`config.mk`:
```
export PLATFORM = sky130hd
export DESIGN_NAME = wb_wr_demux
export DESIGN_NICKNAME = d
export VERILOG_FILES = /design/src/source/cdc_pkg.sv /design/src/source/wb_wr_demux.sv
export SDC_FILE = /design/constraint.sdc
export NUM_CORES = 1
export LEC_CHECK = 0
export CAP_MARGIN = 20
export CORE_AREA = 2 2 39 41
export DETAILED_ROUTE_END_ITERATION = 10
export DIE_AREA = 0 0 41 43
export DONT_BUFFER_PORTS = 1
export SLEW_MARGIN = 0
export SYNTH_ARGS = -nofsm -noshare
export SYNTH_HDL_FRONTEND = slang
export SYNTH_SLANG_ARGS = --single-unit
```
`constraint.sdc`:
```
create_clock -name wr_clk -period 0.8 [get_ports wr_clk]
set_input_delay 0.04 -clock wr_clk [delete_from_list [all_inputs] [get_ports wr_clk]]
set_output_delay 0.04 -clock wr_clk [all_outputs]
set_load 0.05 [all_outputs]
```
`src/source/cdc_pkg.sv`:
```
package cdc_pkg;

  // one payload word as it travels through a channel
  typedef logic [15:0] data_t;

  // channel index, so at most four channels
  typedef logic [1:0] ch_t;

  // read port data word
  typedef logic [31:0] wb_word_t;

  // read side sequencing
  typedef enum logic [1:0] {
    st_idle,
    st_fetch,
    st_respond
  } rd_state_t;

  // pop result layout
  localparam int POP_VALID_BIT = 31;

  // status result layout, one bit per channel in each field
  localparam int STAT_EMPTY_LSB  = 0;
  localparam int STAT_FULL_LSB   = 4;
  localparam int STAT_AFULL_LSB  = 8;
  localparam int STAT_AEMPTY_LSB = 12;

endpackage

```
`src/source/wb_wr_demux.sv`:
```
module wb_wr_demux
  import cdc_pkg::*;
#(
  parameter int NUM_CH = 4
) (
  input  logic              wr_clk,
  input  logic              wr_rst_n,
  input  logic              wr_cyc,
  input  logic              wr_stb,
  input  logic              wr_we,
  input  logic [3:0]        wr_adr,
  input  data_t             wr_dat,
  output logic              wr_ack,
  input  logic [NUM_CH-1:0] full,
  output logic [NUM_CH-1:0] push,
  output data_t             push_data
);

  ch_t  ch;
  logic hit;
  logic req;
  logic room;

  // a request already acked is not taken twice
  assign req = wr_cyc && wr_stb && wr_we && !wr_ack;

  assign ch  = wr_adr[$bits(ch_t)-1:0];
  assign hit = (wr_adr < 4'(NUM_CH));

  // missing channels always have room, the word is just dropped
  assign room = !hit || !full[ch];

  always_comb begin
    push = '0;
    if (req && hit && room) begin
      push[ch] = 1'b1;
    end
  end

  assign push_data = wr_dat;

  // ack rises on the same edge that stores the word
  always_ff @(posedge wr_clk or negedge wr_rst_n) begin
    if (!wr_rst_n) begin
      wr_ack <= 1'b0;
    end else begin
      wr_ack <= req && room;
    end
  end

endmodule

```
==> results of run 1 <==
==> final timing paths <==
kind                                start            to  slack [ps]  cells past startpoint
worst max-delay path               wr_ack       push[1]        -500                      4
worst min-delay path            wr_dat[0]  push_data[0]          80                      0
worst max register to register     wr_ack        wr_ack        -240                      3
worst min register to register     wr_ack        wr_ack         900                      3
max in group asynchronous        wr_rst_n        wr_ack         420                      1
min in group asynchronous        wr_rst_n        wr_ack         260                      1
==> Yosys cell counts <==
library cell and n:
sky130_fd_sc_hd__mux2_2 1, sky130_fd_sc_hd__nor2_1 1, sky130_fd_sc_hd__buf_4 16, sky130_fd_sc_hd__nor4_1 1, sky130_fd_sc_hd__and3_1 1, sky130_fd_sc_hd__or4_1 1
sky130_fd_sc_hd__nor3_1 1, sky130_fd_sc_hd__nor4b_1 1, sky130_fd_sc_hd__and4b_1 1, sky130_fd_sc_hd__nand3_1 2, sky130_fd_sc_hd__nor3b_1 1, sky130_fd_sc_hd__nand2_1 1
sky130_fd_sc_hd__mux2i_1 1, sky130_fd_sc_hd__dfrtp_1 1
==> power groups by stage <==
stage,registers [W],logic [W],clock network (W)
floorplan,0.0000623,0.000242,0
global placement,0.0000548,0.0000421,0
detailed placement,0.0000548,0.0000420,0
CTS,0.0000547,0.0000479,0
global route,0.0000553,0.0000561,0
finish,0.0000548,0.0000529,0
==> per-layer routing <==
metal	GRT usage	share of wire
met1	0.0510	0.23
met2	0.109	0.51
met3	0.0314	0.26
met4	0.0133	0
met5	0	0
==> per-stage QoR <==
stage,hold WS [ps],instances
6_report,80.0,37
3_3_place_gp,-256,35
2_1_floorplan,-256,30
5_1_grt,80.1,37
4_1_cts,80.3,36
3_5_place_dp,-256,35
==> kinds of logic (layout without fill, tap and decap cells) <==
family,after synthesis,count (layout),share of synthesized area
flops,1,1,0.106
mux,2,2,0.0904
buf+inv,16,7,0.511
simple gates,11,11,0.293
==> what timing repair did <==
action / in CTS / in global routing
resized for setup: 2 / 1
pin swaps: 2 / 0
setup buffers: 0 / 1
hold buffers: 1 / 0
hold endpoints to repair: 1 / 0
setup endpoints to repair: 5 / 5
==> cell type report <==
class / count / area share
multi-input combinational: 13 / 0.508
sequential: 1 / 0.0854
tap: 16 / 0.0650
timing repair buffer: 7 / 0.341
==> reports/summary.log, run 1 <==
qor: outcome.result_of_the_run complete, but fails checks
qor: outcome.failed_checks setup timing
qor: die.pin_count 50
qor: finish.largest_reg_flops 1
qor: global_route.grt_max_degree 7
qor: setup_path.worstSetupStartpointType flop
qor: place.post_dp_cell_area 279 um^2
qor: yosys.syn_area_per_cell 7.84 um^2
qor: route.routed_wl 529 um
qor: min_path.worst_hold_path_type input port to output port
qor: power_and_ir_drop.intPower 0.0000840 W
qor: yosys.synth.yosys.warnings 0
qor: yosys.post-synth-top-area-fraction 0.511
qor: power_and_ir_drop.seq_power_share 0.509
qor: timing.fin_skew 0 ps
qor: route.route.detailed.vias_per_inst 4.41
qor: die.die_area 1760 um^2
qor: finish.antenna-diode-count 0
qor: timing.setup-tns-final -2090 ps
qor: timing.final.min_clock_period 1300 ps
qor: power_and_ir_drop.power_density 350 nW/um^2
qor: die.start_util 0.170
qor: die.dieWidth 41 um
qor: die.area_of_the_core_region 1380 um^2
qor: setup_path.cp.required 760 ps
qor: place.routabilityCongestion 0.615
qor: global_route.gr-total-overflow 0
qor: route.vias 163
qor: finish.area.growth.synth_to_final 30.9%
qor: setup_path.cell_by_cell_listing_of_the_critical_path and4b_2 -> nand2_2 -> nor4b_4 -> buf_12
qor: timing.maxClockFrequency 0.767 GHz
qor: finish.core_occupancy_in_the_finished_layout 0.222
qor: finish.finish.instance_area 308 um^2
qor: timing.tightestPinTransition 260 ps
qor: place.portBuffers 0
qor: power_and_ir_drop.netSwitchingPower 0.0000237 W
qor: yosys.syn-instance-count 30
qor: setup_path.critPathTopFamily simple AND/OR/NAND/NOR gates
qor: route.ant_nets 0
qor: finish.n_fill_cell 148
qor: global_route.grt_pass1_vias 193
qor: setup_path.crit_type flop to output port
qor: timing.hold_violation_total_from_the_final_report 0
qor: route.post_drt_wl_per_cell 14.3 um
qor: die.rows 14
qor: power_and_ir_drop.power 0.000108 W
qor: place.detailed_place_hpwl 433 um
qor: timing.timing.final.setup_violations 5
qor: power_and_ir_drop.sw_frac_of_total 0.220
qor: die.die_h 43 um
qor: setup_path.arrival 1260 ps
qor: setup_path.slowest_delay 370 ps
qor: setup_path.crit_path_buffers_inverters 1
qor: finish.registers.top_by_ff_count wr_ack
qor: setup_path.cpMaxStageDelayCell sky130_fd_sc_hd__dfrtp_2
qor: power_and_ir_drop.vdd_ir_drop_max 0.000118 V
qor: timing.rsz0062_at_grt yes
qor: finish.area_of_combinational_cells_with_multiple_inputs 156 um^2
qor: power_and_ir_drop.pwr-share-clk 0
qor: yosys.synth-seq-cells 1
qor: yosys.synth_nets 59
qor: power_and_ir_drop.static-leakage-power 0.106 nW
qor: yosys.post_synth_num_cell_types 14
qor: route.initialDrtViolationCount 1
qor: finish.largest_registers wr_ack: 1 flops
qor: yosys.ys_top_cells_by_area sky130_fd_sc_hd__buf_4, sky130_fd_sc_hd__dfrtp_1, sky130_fd_sc_hd__mux2_2, sky130_fd_sc_hd__and4b_1, sky130_fd_sc_hd__mux2i_1
qor: route.drc 0
qor: clock_network.clk_pin_slew 0 ps
qor: finish.final_nets 52
qor: yosys.yosys.area.top_type sky130_fd_sc_hd__buf_4
qor: place.pre_cts_ws -544 ps
qor: global_route.first_pass_grt_wire_length 772 um
qor: clock_network.clock_latency_at_the_later_pin_of_the_worst_skew_pair 0 ps
qor: finish.fraction_of_layout_cells_with_a_size_suffix_above_1 0.762
qor: finish.layout.cells.most_common sky130_fd_sc_hd__buf_12
qor: finish.most-common-layout-cells sky130_fd_sc_hd__buf_12, sky130_fd_sc_hd__buf_4
qor: global_route.globalRouteTotalUtil 0.0591
qor: run.max-cap-violations 0
qor: global_route.grt_antenna_before_repair 0
qor: yosys.seq_area_frac_synth 0.106
qor: timing.timing.slew.headroom 0.826
qor: timing.worst_slack -504 ps
qor: route.first_pass_iters 2
qor: setup_path.endpoint_kind output port
qor: finish.seqCellArea 26.3 um^2
qor: timing.report.final.slew_viol_count 0
qor: yosys.synth.cell_area 235 um^2
qor: setup_path.critical_path_fanout_max 3
qor: power_and_ir_drop.comb_power_share 0.491
qor: timing.final_min_period_over_clock_period 1.63
(Power assumes the default switching activity.)
==> run 2, diff against run 1 <==
Clock period 0.8 ns to 1.45 ns, I/O delays scaled along.
==> run 2 against run 1 <==
  * The flow now finishes without violations
  * Setup slack gained 580 ps
  * Global-route usage shrank 0.90 points
  * Combinational power decreased by 52%
  * Sequential share of layout area rose by 0.55 points
  * Sequential cell count unchanged
  * Critical path type unchanged
  * Critical endpoint is now push[3]
  * Highest routed layer unchanged
==> reports/summary.log, run 2 (same netlist as run 1, synthesis figures left out) <==
qor: outcome.result_of_the_run complete, no violations
qor: setup_path.cp.required 1380 ps
qor: die.rows 14
qor: global_route.grt_max_degree 7
qor: finish.final_nets 51
qor: global_route.first_pass_grt_wire_length 655 um
qor: route.routed_wl 484 um
qor: place.dpl.cell_count 35
qor: setup_path.critPathTopFamily simple AND/OR/NAND/NOR gates
qor: finish.area.growth.synth_to_final 22.9%
qor: route.ant_nets 0
qor: setup_path.crit_type flop to output port
qor: global_route.globalRouteTotalUtil 0.0501
qor: finish.area_of_combinational_cells_with_multiple_inputs 145 um^2
qor: global_route.grt_antenna_before_repair 0
qor: route.first_pass_iters 1
qor: power_and_ir_drop.power_density 192 nW/um^2
qor: place.portBuffers 0
qor: setup_path.rr_endpoint wr_ack
qor: power_and_ir_drop.netSwitchingPower 0.0000117 W
qor: setup_path.worstSetupStartpointType flop
qor: run.max-cap-violations 0
qor: finish.largest_reg_flops 1
qor: timing.rsz0062_at_grt yes
qor: min_path.worstHoldPathCells 0
qor: min_path.hold_end push_data[0]
qor: power_and_ir_drop.seq_power_share 0.544
qor: route.vias 154
qor: timing.report.final.slew_viol_count 0
qor: finish.number_of_standard_cells_in_the_layout_taps_in_and_fillers_out 36
qor: setup_path.cell_by_cell_listing_of_the_critical_path and4b_1 -> nand3_1 -> nor3b_4 -> buf_12
qor: die.dieWidth 41 um
qor: power_and_ir_drop.static-leakage-power 0.103 nW
qor: place.routabilityCongestion 0.615
qor: setup_path.critical_path_fanout_max 3
qor: setup_path.crit_path_buffers_inverters 1
qor: global_route.grt_pass1_vias 151
qor: timing.timing.slew.headroom 0.826
qor: route.post_drt_wl_per_cell 13.4 um
qor: timing.final_min_period_over_clock_period 0.948
qor: die.die_area 1760 um^2
qor: die.area_of_the_core_region 1380 um^2
qor: timing.hold_violation_total_from_the_final_report 0
qor: clock_network.clock_latency_at_the_later_pin_of_the_worst_skew_pair 0 ps
qor: route.route.detailed.vias_per_inst 4.28
qor: setup_path.slowest_delay 370 ps
qor: setup_path.crit-reg2reg-launch wr_ack
qor: finish.largest_registers wr_ack: 1 flops
qor: timing.timing.final.setup_violations 0
qor: finish.antenna-diode-count 0
qor: min_path.worst_hold_path_type input port to output port
qor: setup_path.endpoint_kind output port
qor: timing.fin_skew 0 ps
qor: die.start_util 0.170
qor: finish.layout.cells.most_common sky130_fd_sc_hd__buf_12
qor: setup_path.r2r_slack 550 ps
qor: clock_network.clk_pin_slew 0 ps
qor: power_and_ir_drop.sw_frac_of_total 0.211
qor: min_path.hp-start wr_dat[0]
qor: route.initialDrtViolationCount 0
qor: global_route.gr-total-overflow 0
qor: power_and_ir_drop.pwr-share-clk 0
qor: power_and_ir_drop.vdd_ir_drop_max 0.0000654 V
qor: setup_path.r2r_cells 2
qor: timing.tightestPinTransition 260 ps
qor: route.drc 0
qor: place.detailed_place_hpwl 433 um
qor: finish.most-common-layout-cells sky130_fd_sc_hd__buf_12, sky130_fd_sc_hd__nand3_1
qor: power_and_ir_drop.comb_power_share 0.456
qor: finish.registers.top_by_ff_count wr_ack
qor: finish.fraction_of_layout_cells_with_a_size_suffix_above_1 0.600
qor: die.pin_count 50
qor: finish.n_fill_cell 148
qor: power_and_ir_drop.intPower 0.0000437 W
qor: finish.seqCellArea 26.3 um^2
qor: timing.final.min_clock_period 1370 ps
qor: setup_path.cpMaxStageDelayCell sky130_fd_sc_hd__dfrtp_2
qor: die.die_h 43 um
qor: timing.maxClockFrequency 0.728 GHz
qor: timing.setup-tns-final 0 ps
qor: setup_path.arrival 1300 ps
==> run 2: cell count changes in the layout (fill, tap and decap cells not counted), sizes merged <==
cell,delta
buf,-1
==> run 2: what timing repair did <==
item | CTS | global route
setup buffers | 0 | 0
gates resized for setup | 0 | 0
endpoints found under the hold margin | 1 | 0
hold buffers | 1 | 0
setup endpoints to repair | 0 | 1
==> run 2: cell type report <==
class | instances | share of cell area
flip-flops and latches | 1 | 0.0909
repair buffers | 6 | 0.338
well taps | 16 | 0.0693
multi-input cells | 13 | 0.502
==> run 2: stage by stage <==
step           worst slack, ps  total power (W)  instance area (um^2)   util  hold slack, ps
2_1_floorplan             -221         0.000168                   292      -            -223
6_report                  76.0        0.0000555                   289  0.209             145
3_3_place_gp              84.8        0.0000535                   279  0.202            -223
3_5_place_dp              73.6        0.0000534                   279  0.202            -223
4_1_cts                   70.8        0.0000558                   289  0.209             145
5_1_grt                  -2.68        0.0000574                   289  0.209             145
==> run 2: metal layers <==
layer,track usage,vias up,part of all wire
met4,0.0133,0,0
met1,0.0478,68,0.26
met2,0.0844,16,0.47
li1,-,70,-
met3,0.0314,0,0.28
met5,0,-,0
==> run 2: worst max path at each step <==
stage | startpoint | to | slack, ps | depth (start not counted)
5_1_grt | wr_ack | push[3] | -3 | 4
2_1_floorplan | wr_ack | push[1] | -220 | 3
4_1_cts | wr_ack | push[1] | 70 | 4
3_5_place_dp | wr_ack | push[1] | 70 | 4
3_3_place_gp | wr_ack | push[3] | 80 | 4
6_report | wr_ack | push[3] | 80 | 4
==> run 2: power by group through the flow <==
stage,Sequential [W],Clock (W),Combinational [W]
global placement,0.0000302,0,0.0000232
detailed placement,0.0000302,0,0.0000232
global route,0.0000305,0,0.0000270
floorplan,0.0000344,0,0.000134
CTS,0.0000302,0,0.0000256
finish,0.0000302,0,0.0000253
